$ cat src/design/demod_settings.svh
`ifndef DEMOD_SETTINGS_SVH
`define DEMOD_SETTINGS_SVH

// Width of the I and Q sample words and of every DAC word.
`define SAMPLE_WIDTH 18

// Control processor bus.
`define ADDR_WIDTH 12                   // Top nibble picks a 256-byte space.
`define DATA_WIDTH 32                   // Four byte lanes, one write strobe each.

// Upper address nibble of the demodulator's register space.
`define DEMOD_SPACE_BASE 4'h0

// Register offsets inside the 256-byte space.
`define REG_CONTROL 8'h00               // Mode and the three DAC selects.
`define REG_STATUS 8'h04                // Read-only count of received symbols.

`endif

$ cat src/design/demodRegPkg.sv
package demodRegPkg;

    `include "demod_settings.svh"

    // Demodulation mode, held in byte 0 of the control word.
    typedef enum logic [2:0] {
        modeBpsk  = 3'd0,               // One bit per symbol on I.
        modeQpsk  = 3'd1,               // I and Q sampled together.
        modeOqpsk = 3'd2,               // Q offset by half a symbol.
        mode2Fsk  = 3'd3                // Single data stream, Q mirrors I.
    } demodMode_t;

    // Field view of the control word, one field per byte lane.
    typedef struct packed {
        logic [3:0] reserved3;          // Byte 3 upper nibble, reads zero.
        logic [3:0] dac2Select;         // Byte 3.
        logic [3:0] reserved2;          // Byte 2 upper nibble, reads zero.
        logic [3:0] dac1Select;         // Byte 2.
        logic [3:0] reserved1;          // Byte 1 upper nibble, reads zero.
        logic [3:0] dac0Select;         // Byte 1.
        logic [4:0] reserved0;          // Byte 0 upper bits, read zero.
        demodMode_t mode;               // Byte 0.
    } controlFields_t;

    // The register block sees a raw word and the top level sees fields.
    typedef union packed {
        logic [`DATA_WIDTH-1:0] raw;    // Byte-lane writes and readback.
        controlFields_t fields;         // Select and mode wiring.
    } controlWord_u;

endpackage

$ cat src/design/demodSignalPkg.sv
package demodSignalPkg;

    // Monitor source for a DAC channel. Codes above dacMag act like dacI.
    typedef enum logic [3:0] {
        dacI    = 4'd0,                 // Raw I sample, paced by syncIn.
        dacQ    = 4'd1,                 // Raw Q sample, paced by syncIn.
        dacISym = 4'd2,                 // I symbol, paced by symSync.
        dacQSym = 4'd3,                 // Q symbol, paced by symSync.
        dacFreq = 4'd4,                 // Discriminator, paced by detSync.
        dacMag  = 4'd5                  // Magnitude, paced by detSync.
    } dacSource_t;

    // Detector output widths.
    localparam int FREQ_WIDTH = 8;      // Top byte of the 19-bit cross product.
    localparam int MAG_WIDTH = 9;       // Top 9 bits of the 18-bit magnitude.

endpackage

$ cat src/design/dacChannel.sv
`include "demod_settings.svh"

module dacChannel (
    input  logic                                  clk,
    input  logic                                  rstN,
    input  demodSignalPkg::dacSource_t            select,
    input  logic [`SAMPLE_WIDTH-1:0]              iIn,
    input  logic [`SAMPLE_WIDTH-1:0]              qIn,
    input  logic                                  syncIn,
    input  logic [`SAMPLE_WIDTH-1:0]              iSym,
    input  logic [`SAMPLE_WIDTH-1:0]              qSym,
    input  logic                                  symSync,
    input  logic [demodSignalPkg::FREQ_WIDTH-1:0] freq,
    input  logic [demodSignalPkg::MAG_WIDTH-1:0]  mag,
    input  logic                                  detSync,
    output logic [`SAMPLE_WIDTH-1:0]              dacData,
    output logic                                  dacSync
);

    import demodSignalPkg::*;

    logic [`SAMPLE_WIDTH-1:0] srcData;
    logic                     srcSync;

    // Each source travels with its own strobe.
    always_comb begin
        case (select)
            dacQ: begin
                srcData = qIn;
                srcSync = syncIn;
            end
            dacISym: begin
                srcData = iSym;
                srcSync = symSync;
            end
            dacQSym: begin
                srcData = qSym;
                srcSync = symSync;
            end
            dacFreq: begin
                srcData = {freq, {(`SAMPLE_WIDTH-FREQ_WIDTH){1'b0}}};   // Left justified.
                srcSync = detSync;
            end
            dacMag: begin
                // Offset binary, so zero magnitude sits at negative full scale.
                srcData = {~mag[MAG_WIDTH-1], mag[MAG_WIDTH-2:0],
                           {(`SAMPLE_WIDTH-MAG_WIDTH){1'b0}}};
                srcSync = detSync;
            end
            default: begin
                srcData = iIn;              // dacI and every unused code.
                srcSync = syncIn;
            end
        endcase
    end

    always_ff @(posedge clk) begin
        if (!rstN) begin
            dacData <= '0;
            dacSync <= 1'b0;
        end else begin
            dacSync <= srcSync;
            if (srcSync) begin
                dacData <= srcData;
            end
        end
    end

    dacSyncSingle: assert property (@(posedge clk) disable iff (!rstN) dacSync |=> !dacSync);

endmodule

$ cat src/design/demod.sv
`include "demod_settings.svh"

module demod (
    input  logic                     clk,
    input  logic                     rstN,
    input  logic                     syncIn,
    input  logic                     rd,
    input  logic                     wr0,
    input  logic                     wr1,
    input  logic                     wr2,
    input  logic                     wr3,
    input  logic [`ADDR_WIDTH-1:0]   addr,
    input  logic [`DATA_WIDTH-1:0]   din,
    input  logic [`SAMPLE_WIDTH-1:0] iRx,
    input  logic [`SAMPLE_WIDTH-1:0] qRx,
    output logic [`DATA_WIDTH-1:0]   dout,
    output logic                     iDataClk,
    output logic                     iBit,
    output logic                     qDataClk,
    output logic                     qBit,
    output logic                     symTimes2Sync,
    output logic                     symSync,
    output logic                     dac0Sync,
    output logic [`SAMPLE_WIDTH-1:0] dac0Data,
    output logic                     dac1Sync,
    output logic [`SAMPLE_WIDTH-1:0] dac1Data,
    output logic                     dac2Sync,
    output logic [`SAMPLE_WIDTH-1:0] dac2Data
);

    import demodRegPkg::*;
    import demodSignalPkg::*;

    controlWord_u             control;      // Decoded here as fields.
    logic [`DATA_WIDTH-1:0]   regsDout;
    logic [FREQ_WIDTH-1:0]    freq;
    logic [MAG_WIDTH-1:0]     mag;
    logic                     detSync;
    logic [`SAMPLE_WIDTH-1:0] iSym;
    logic [`SAMPLE_WIDTH-1:0] qSym;

    assign dout = rd ? regsDout : '0;       // Bus is driven only during a read.

    demodRegs regs_inst (
        .clk(clk), .rstN(rstN), .addr(addr), .din(din),
        .wr0(wr0), .wr1(wr1), .wr2(wr2), .wr3(wr3),
        .symSync(symSync), .dout(regsDout), .control(control)
    );

    fmDetector detector_inst (
        .clk(clk), .rstN(rstN), .syncIn(syncIn), .iIn(iRx), .qIn(qRx),
        .freq(freq), .mag(mag), .detSync(detSync)
    );

    symbolDeskew deskew_inst (
        .clk(clk), .rstN(rstN), .mode(control.fields.mode),
        .syncIn(syncIn), .iIn(iRx), .qIn(qRx), .iSym(iSym), .qSym(qSym),
        .symSync(symSync), .symTimes2Sync(symTimes2Sync),
        .iDataClk(iDataClk), .iBit(iBit), .qDataClk(qDataClk), .qBit(qBit)
    );

    dacChannel dac0_inst (
        .clk(clk), .rstN(rstN), .select(dacSource_t'(control.fields.dac0Select)),
        .iIn(iRx), .qIn(qRx), .syncIn(syncIn), .iSym(iSym), .qSym(qSym), .symSync(symSync),
        .freq(freq), .mag(mag), .detSync(detSync), .dacData(dac0Data), .dacSync(dac0Sync)
    );

    dacChannel dac1_inst (
        .clk(clk), .rstN(rstN), .select(dacSource_t'(control.fields.dac1Select)),
        .iIn(iRx), .qIn(qRx), .syncIn(syncIn), .iSym(iSym), .qSym(qSym), .symSync(symSync),
        .freq(freq), .mag(mag), .detSync(detSync), .dacData(dac1Data), .dacSync(dac1Sync)
    );

    dacChannel dac2_inst (
        .clk(clk), .rstN(rstN), .select(dacSource_t'(control.fields.dac2Select)),
        .iIn(iRx), .qIn(qRx), .syncIn(syncIn), .iSym(iSym), .qSym(qSym), .symSync(symSync),
        .freq(freq), .mag(mag), .detSync(detSync), .dacData(dac2Data), .dacSync(dac2Sync)
    );

endmodule

$ cat src/design/demodRegs.sv
`include "demod_settings.svh"

module demodRegs (
    input  logic                      clk,
    input  logic                      rstN,
    input  logic [`ADDR_WIDTH-1:0]    addr,
    input  logic [`DATA_WIDTH-1:0]    din,
    input  logic                      wr0,
    input  logic                      wr1,
    input  logic                      wr2,
    input  logic                      wr3,
    input  logic                      symSync,
    output logic [`DATA_WIDTH-1:0]    dout,
    output demodRegPkg::controlWord_u control
);

    // Only mode and the four select bits of each DAC byte are stored.
    localparam logic [`DATA_WIDTH-1:0] CONTROL_MASK = 32'h0F0F_0F07;

    logic                   inSpace;        // Address falls in this block's space.
    logic [7:0]             offset;         // Register offset within the space.
    logic [`DATA_WIDTH-1:0] laneMask;       // One byte of ones per active strobe.
    logic [`DATA_WIDTH-1:0] symbolCount;    // Status word.

    assign inSpace = (addr[`ADDR_WIDTH-1 -: 4] == `DEMOD_SPACE_BASE);
    assign offset = addr[7:0];
    assign laneMask = {{8{wr3}}, {8{wr2}}, {8{wr1}}, {8{wr0}}};

    // Merge the strobed lanes into the stored word, reserved bits forced low.
    always_ff @(posedge clk) begin
        if (!rstN) begin
            control.raw <= '0;
        end else if (inSpace && (offset == `REG_CONTROL)) begin
            control.raw <= ((control.raw & ~laneMask) | (din & laneMask)) & CONTROL_MASK;
        end
    end

    // Symbol counter wraps at 2^32.
    always_ff @(posedge clk) begin
        if (!rstN) begin
            symbolCount <= '0;
        end else if (symSync) begin
            symbolCount <= symbolCount + 1'b1;
        end
    end

    // Readback follows the address in the same cycle.
    always_comb begin
        dout = '0;                          // Outside the space or unmapped.
        if (inSpace) begin
            case (offset)
                `REG_CONTROL: dout = control.raw;
                `REG_STATUS:  dout = symbolCount;
                default:      dout = '0;
            endcase
        end
    end

endmodule

$ cat src/design/fmDetector.sv
`include "demod_settings.svh"

module fmDetector (
    input  logic                                 clk,
    input  logic                                 rstN,
    input  logic                                 syncIn,
    input  logic [`SAMPLE_WIDTH-1:0]             iIn,
    input  logic [`SAMPLE_WIDTH-1:0]             qIn,
    output logic [demodSignalPkg::FREQ_WIDTH-1:0] freq,
    output logic [demodSignalPkg::MAG_WIDTH-1:0]  mag,
    output logic                                 detSync
);

    import demodSignalPkg::*;

    localparam int PROD_BITS = 9;           // Upper bits of each component used in the product.

    logic [`SAMPLE_WIDTH-1:0]      absI;
    logic [`SAMPLE_WIDTH-1:0]      absQ;
    logic [`SAMPLE_WIDTH-1:0]      bigAbs;       // Larger of |I| and |Q|.
    logic [`SAMPLE_WIDTH-1:0]      smallAbs;     // Smaller of |I| and |Q|.
    logic [`SAMPLE_WIDTH-1:0]      magSum;
    logic signed [PROD_BITS-1:0]   curI;
    logic signed [PROD_BITS-1:0]   curQ;
    logic signed [PROD_BITS-1:0]   prevI;        // Previous sample, truncated.
    logic signed [PROD_BITS-1:0]   prevQ;
    logic signed [2*PROD_BITS-1:0] crossIq;      // prevI * curQ.
    logic signed [2*PROD_BITS-1:0] crossQi;      // prevQ * curI.
    logic signed [2*PROD_BITS:0]   crossDiff;
    logic                          stage1Sync;

    // Unsigned magnitudes, so full-scale negative still fits in 18 bits.
    assign absI = iIn[`SAMPLE_WIDTH-1] ? -iIn : iIn;
    assign absQ = qIn[`SAMPLE_WIDTH-1] ? -qIn : qIn;
    assign curI = $signed(iIn[`SAMPLE_WIDTH-1 -: PROD_BITS]);
    assign curQ = $signed(qIn[`SAMPLE_WIDTH-1 -: PROD_BITS]);

    // First stage sorts the magnitudes and forms both cross products.
    always_ff @(posedge clk) begin
        if (syncIn) begin
            bigAbs <= (absI > absQ) ? absI : absQ;
            smallAbs <= (absI > absQ) ? absQ : absI;
            crossIq <= prevI * curQ;
            crossQi <= prevQ * curI;
            prevI <= curI;                   // Held for the next sample.
            prevQ <= curQ;
        end
    end

    assign magSum = bigAbs + (smallAbs >> 1);    // Alpha max plus beta min.
    assign crossDiff = crossIq - crossQi;        // Sine of the phase step.

    // Second stage keeps the top bits of each result.
    always_ff @(posedge clk) begin
        if (stage1Sync) begin
            mag <= magSum[`SAMPLE_WIDTH-1 -: MAG_WIDTH];
            freq <= crossDiff[2*PROD_BITS -: FREQ_WIDTH];
        end
    end

    always_ff @(posedge clk) begin
        if (!rstN) begin
            stage1Sync <= 1'b0;
            detSync <= 1'b0;
        end else begin
            stage1Sync <= syncIn;
            detSync <= stage1Sync;           // Two cycles after syncIn.
        end
    end

    // The two-stage pipeline only holds if samples are never back to back.
    syncSpacing: assert property (@(posedge clk) disable iff (!rstN) syncIn |=> !syncIn);

endmodule

$ cat src/design/symbolDeskew.sv
`include "demod_settings.svh"

module symbolDeskew (
    input  logic                     clk,
    input  logic                     rstN,
    input  demodRegPkg::demodMode_t  mode,
    input  logic                     syncIn,
    input  logic [`SAMPLE_WIDTH-1:0] iIn,
    input  logic [`SAMPLE_WIDTH-1:0] qIn,
    output logic [`SAMPLE_WIDTH-1:0] iSym,
    output logic [`SAMPLE_WIDTH-1:0] qSym,
    output logic                     symSync,
    output logic                     symTimes2Sync,
    output logic                     iDataClk,
    output logic                     iBit,
    output logic                     qDataClk,
    output logic                     qBit
);

    import demodRegPkg::*;

    logic                     symPhase;     // High when the next sample is a symbol.
    logic [`SAMPLE_WIDTH-1:0] qDelay;       // Q of the previous 2x sample.

    // Strobes and the symbol phase.
    always_ff @(posedge clk) begin
        if (!rstN) begin
            symPhase <= 1'b0;
            symTimes2Sync <= 1'b0;
            symSync <= 1'b0;
        end else begin
            symTimes2Sync <= syncIn;
            symSync <= syncIn & symPhase;   // Second, fourth, ... sample after reset.
            if (syncIn) begin
                symPhase <= ~symPhase;
            end
        end
    end

    // Symbol registers, Q taken half a symbol late in offset QPSK.
    always_ff @(posedge clk) begin
        if (syncIn) begin
            qDelay <= qIn;
            if (symPhase) begin
                iSym <= iIn;
                qSym <= (mode == modeOqpsk) ? qDelay : qIn;
            end
        end
    end

    // Hard decisions one cycle after each symbol.
    always_ff @(posedge clk) begin
        if (!rstN) begin
            iDataClk <= 1'b0;
            qDataClk <= 1'b0;
            iBit <= 1'b0;
            qBit <= 1'b0;
        end else begin
            iDataClk <= symSync;
            qDataClk <= symSync;
            if (symSync) begin
                iBit <= ~iSym[`SAMPLE_WIDTH-1];
                qBit <= (mode == mode2Fsk) ? ~iSym[`SAMPLE_WIDTH-1] : ~qSym[`SAMPLE_WIDTH-1];
            end
        end
    end

    // Symbols are every second sample and samples sit at least two cycles apart.
    dataClkSpacing: assert property (@(posedge clk) disable iff (!rstN)
        (iDataClk || qDataClk) |-> !$past(iDataClk || qDataClk)
            && !$past(iDataClk || qDataClk, 2) && !$past(iDataClk || qDataClk, 3));

endmodule

$ cat config.mk
export PLATFORM = sky130hd
export DESIGN_NAME = demod
export DESIGN_NICKNAME = d
export VERILOG_FILES = /design/src/design/demodRegPkg.sv /design/src/design/demodSignalPkg.sv /design/src/design/dacChannel.sv /design/src/design/demod.sv /design/src/design/demodRegs.sv /design/src/design/fmDetector.sv /design/src/design/symbolDeskew.sv
export VERILOG_INCLUDE_DIRS = /design/src /design/src/design
export SDC_FILE = /design/constraint.sdc
export NUM_CORES = 1
export LEC_CHECK = 0
export ABC_AREA = 1
export BUFFER_PORTS_ARGS = -buffer_cell sky130_fd_sc_hd__buf_2
export CAP_MARGIN = 0
export CORE_ASPECT_RATIO = 1.4
export CORE_MARGIN = 8
export CORE_UTILIZATION = 35
export CTS_BUF_LIST = sky130_fd_sc_hd__clkbuf_8
export DETAILED_ROUTE_END_ITERATION = 6
export GPL_ROUTABILITY_DRIVEN = 0
export SLEW_MARGIN = 20
export SYNTH_ARGS = -nofsm -noshare
export SYNTH_HDL_FRONTEND = slang
export SYNTH_SLANG_ARGS = --single-unit
$ cat constraint.sdc
create_clock -name clk -period 5.6 [get_ports clk]
set_input_delay 0.84 -clock clk [delete_from_list [all_inputs] [get_ports clk]]
set_output_delay 0.84 -clock clk [all_outputs]
set_load 0.01 [all_outputs]
# After elaboration in Yosys (flattened, before gate mapping)
# Cells that the tools add are included.
op_classes:
  n_addsub: 5
  multipliers: 2
  div_mod_pow: 0
  magnitude_cmp: 1
  eq_ne: 18
  n_shift: 0
  n_mux: 15
  bitwise: 9
  n_reduce_logical: 10
op_table:
  columns: ["operator", "count"]
  rows:
  - ["$pmux W18 S5", 3]
  - ["$mux W18", 5]
  - ["$mux W32", 2]
  - ["$pmux W32 S2", 1]
  - ["$and A28 B28 Y28", 2]
  - ["$mul A9 B9 Y18", 2]
  - ["$neg A18 Y18", 2]
  - ["$add A32 B1 Y32 const B", 1]
  - ["$not A28 Y28", 1]
  - ["$or A28 B28 Y28", 1]
  - ["$eq A4 B2 Y1 const B", 6]
  - ["$eq A4 B3 Y1 const B", 6]
  - ["$sub A18 B18 Y19", 1]
  - ["$add A18 B17 Y18", 1]
  - ["$gt A18 B18 Y1", 1]
  - ["$eq A4 B1 Y1 const B", 3]
  - ["$reduce_or A2 Y1", 6]
  - ["$eq A8 B3 Y1 const B", 1]
  - ["$logic_not A8 Y1", 1]
  - ["$eq A3 B2 Y1 const B", 2]
  - ["$pmux W1 S2", 3]
  - ["$logic_not A4 Y1", 1]
  - ["$not A1 Y1", 4]
  - ["$reduce_and A2 Y1", 1]
  - ["3 further kinds", 3]
word_totals:
  regBits: 272
  latch_bits: 0
  ramBits: 0
  mem_bits_ro: 0
  inputBits: 88
  out_inout_bits: 95
  wordCells: 86
  memories: 0

# Longest topological paths before layout
depth:
  depth_word: 4
  mapped_depth: 21

# Hierarchy
# Synthesis repeated with hierarchy kept, for this count alone.
unflattened:
  hier_cells: 3169
  area_unflattened_um2: 23321.1
modules_own_cells:
  columns: ["module", "n_inst", "cells_each", "area_per_inst_um2"]
  rows:
  - ["fmDetector", 1, 1684, 13241.4]
  - ["dacChannel", 3, 268, 1566.5]
  - ["demodRegs", 1, 475, 2920.3]
  - ["symbolDeskew", 1, 139, 2185.8]
  - ["demod", 1, 67, 274.0]

# Worst setup path after synthesis
# No wires, ideal clock.
synth_path:
  path_kind: "input to register"
  start: "in qRx[11]"
  end: "reg detector_inst.crossIq[17], data pin"
  setup_ns: 0.252
  arrival_time_ns: 4.988
  slack_ns: 0.360
  path_stages: 19
  path_cell_list: "clkbuf_1 clkbuf_1 nand2_1 fa_1 inv_1 fa_1 inv_1 fa_1 inv_1 fa_1 fa_1 ha_1 nand2_1 o21ai_0 nand3_1 nand3_1 inv_1 nand2_1 nand2_1"
synth_via:
  elab_chain_cells: 1
synth_lines:
  columns: ["item", "line", "source"]
  rows:
  - ["start, declared", "demod.sv:15", "input logic [`SAMPLE_WIDTH-1:0] qRx,"]
  - ["$mul A9 B9 Y18", "fmDetector.sv:43", "crossIq <= prevI * curQ;"]
  - ["end signal, assigned", "fmDetector.sv:43", null]
  - ["end, declared", "fmDetector.sv:27", "logic signed [2*PROD_BITS-1:0] crossIq;"]
# Every way passes these cells.
# A chain may end at the register's enable or synchronous reset.

# Worst setup path in the final report
layout_path:
  start: "reg detector_inst.prevQ[8]"
  end: "reg detector_inst.crossQi[17], data pin"
layout_via:
  elab_chain_cells: 1
layout_lines:
  columns: ["item", "line", "source"]
  rows:
  - ["start, declared", "fmDetector.sv:26", "logic signed [PROD_BITS-1:0] prevQ;"]
  - ["start signal, assigned", "fmDetector.sv:46", "prevQ <= curQ;"]
  - ["$mul A9 B9 Y18", "fmDetector.sv:44", "crossQi <= prevQ * curI;"]
  - ["end signal, assigned", "fmDetector.sv:44", null]
  - ["end, declared", "fmDetector.sv:28", "logic signed [2*PROD_BITS-1:0] crossQi;"]
# Every way passes these cells.

==> metrics.txt <==
number of global-route vias before repair 19100; post-synthesis sequential area ratio 0.318; Skew-Pair Late Insertion Delay 630 ps; Yosys reg bits 262; DRC viols 0; clk slew on worst S/H paths 70 ps; number of max-cap violations 0; Placed Instances 3749; Syn Nets 3177; most common cell in the netlist nand2_1; Leakage Power 12.0 nW; crit path launch type register; synth top area cells edfxtp_1 (21%), nand2_1 (14%), fa_1 (13%); skew final 36.7 ps; simple-gate share of the synthesized area 0.255; Cell Area, Placed 0.0230 mm²; mux contribution to synthesized area 0; worst setup path start detector_inst.prevQ[8]; core area 0.0605 mm²; post-layout instance area 0.0240 mm²; IO Pins 183; status finished, final reports clean; setup bufs post-CTS 0; final setup margin 682 ps; Synth async-reset ratio 0; GRT overflow 0; area share of xor/xnor cells in the synthesized design 0.0255; first-pass GRT wire length 105 mm; antenna viol nets, final 0; chip height 308 µm; IO Port Bufs 165; Fin Hold WS 416 ps; Synth Area in Compound Gates 0.0880; final routed wire length divided by cell count 17.7 µm; Synth Area per Inst 7.54 µm²; layout cells sized above 1 0.104; Area growth syn-to-layout 12.7%; Final HPWL DP 53.7 mm; Final Max Tran Viols 0; Cell Pwr Density 421 mW/mm²; All-Layer GR Usage 0.195; RSZ-0062 raised after global routing false; Reg-to-Reg Start detector_inst.prevQ[8]; post_cts resized 0; # rows 107; cell count after synthesis 2819; final hold viol count 0; nets 3338; Post-synth EDFFs 151; Post-synth top cells nand2_1 (786), inv_1 (479), nor2_1 (244); largest net degree at the start of global routing 58; Hold/Removal Path Class in -> reg; FMAX 203 MHz; crit path to detector_inst.crossQi[17]; CTS Buf Count 46; Initial DRC Count 1238; minimum clock period 4920 ps; Longest Clk Path Bufs 3; CTS root buffer clkbuf_8; final wirelength 68.1 mm; Die X 224 µm; die area 0.0690 mm²; crit path kind reg -> reg; Worst Path Arrival 5280 ps; adder-cell share of the synthesized area 0.208; main combinational cell family by area after synthesis simple AND/OR/NAND/NOR gates; post-synth top area cell edfxtp_1; reg2reg setup slack 680 ps; Peak supply drop 320 µV; first-pass detailed-route iteration total 7; Max FO, Critical Path 10; CTS tree yes; H-tree levels 2; count of different cell masters after synthesis 45; CTS Sinks 262; Slew HR 0.308; vias post-DR 19000; Placement Setup Slack 249 ps; Synth Cell Area 0.0213 mm²; Hold Buf Count CTS 0; CP Data Required Time 5970 ps; top cell type's share of synthesized area 0.213; Final setup viols 0; ys flop type edfxtp_1; R2R depth 15; Vias/cell 4.96; Initial Util 0.351; TNS Setup 0 ps; Worst-Margin Slew 1040 ps; yosys warns 0; initial antenna violation count 7; CP Capture Type register; Non-Filler Instances 3838; fin crit share 0.878; Critical R2R Capture detector_inst.crossQi[17]
per-layer routing:
metal  vias to the layer above  share of wire  global-route usage  routed length (µm)
li1                       9274              -                   -                   -
met1                      8839           0.36               0.205               24500
met2                       698           0.50               0.353               34100
met3                       215          0.068              0.0357                4620
met4                         2          0.072               0.127                4910
met5                         -        0.00019                   0                  13
cells in the final DEF, fill, tap and decap left out, types with 111 or more instances in the layout:
master and count:
fa_1 140, a21oi_1 144, nor2_1 244, nand3_1 165
nand2_1 785, dfxtp_1 111, inv_1 496, edfxtp_1 151
ha_1 130, buf_2 164
state kept, by name, indices dropped and copies added, names as in the netlist, 8 cells and up, named ones only:
register                flops
regs_inst.symbolCount      32
dac0_inst.dacData          18
dac1_inst.dacData          18
dac2_inst.dacData          18
deskew_inst.iSym           18
deskew_inst.qSym           18
detector_inst.bigAbs       18
detector_inst.crossIq      18
detector_inst.crossQi      18
detector_inst.smallAbs     17
deskew_inst.qDelay          9
detector_inst.mag           9
detector_inst.prevI         9
detector_inst.prevQ         9
detector_inst.freq          8
power breakdown:
part | switching (W) | internal [W]
sequential | 0.000148 | 0.00258
combinational | 0.00338 | 0.00208
clock | 0.000855 | 0.00105
total | 0.00438 | 0.00571
worst max-delay path, stage by stage (launching register included):
cell and delay (ps):
edfxtp_1 590, nand2_1 230, fa_1 680, fa_1 700
fa_1 470, fa_1 490, inv_1 40, ha_1 270
ha_1 320, inv_1 80, o21ai_0 310, a21boi_0 170
nand3_1 160, inv_1 50, nand3_1 80, nand2_1 50
worst min-delay path by stage:
stage | start | endpoint | slack (ps) | cells after the start
6_report | iRx[1] | deskew_inst.iSym[1] | 420 | 1
5_1_grt | iRx[1] | deskew_inst.iSym[1] | 380 | 1
4_1_cts | iRx[1] | deskew_inst.iSym[1] | 380 | 1
3_5_place_dp | dac2_inst.dacData[14] | dac2_inst.dacData[14] | 440 | 2
3_3_place_gp | dac2_inst.dacData[10] | dac2_inst.dacData[10] | 430 | 2
2_1_floorplan | deskew_inst.symPhase | deskew_inst.symSync | 430 | 2
cell type report:
class | count | area, µm²
multi-input combinational | 1980 | 12300
fill | 6460 | 36500
sequential | 262 | 6760
clock inverter | 31 | 246
tap | 817 | 1020
timing repair buffer | 200 | 1090
clock buffer | 53 | 729
antenna | 5 | 12.5
inverter | 490 | 1840
cells by family (layout without fill, tap and decap cells):
family / Yosys count / count (layout)
AO/OA/AOI/OAI: 345 / 345
XOR/XNOR: 62 / 62
adder cells (fa/ha/maj): 270 / 270
buffers and inverters: 577 / 774
flip-flops: 262 / 262
other: 0 / 5
AND/OR/NAND/NOR: 1303 / 1303
per-stage QoR:
stage	total power, W	utilization
finish	0.0101	0.396
global route	0.0111	0.396
CTS	0.0102	0.396
floorplan	0.00684	-
global placement	0.00822	0.380
detailed placement	0.00828	0.380
No activity file was read; power rests on OpenSTA's default activity.
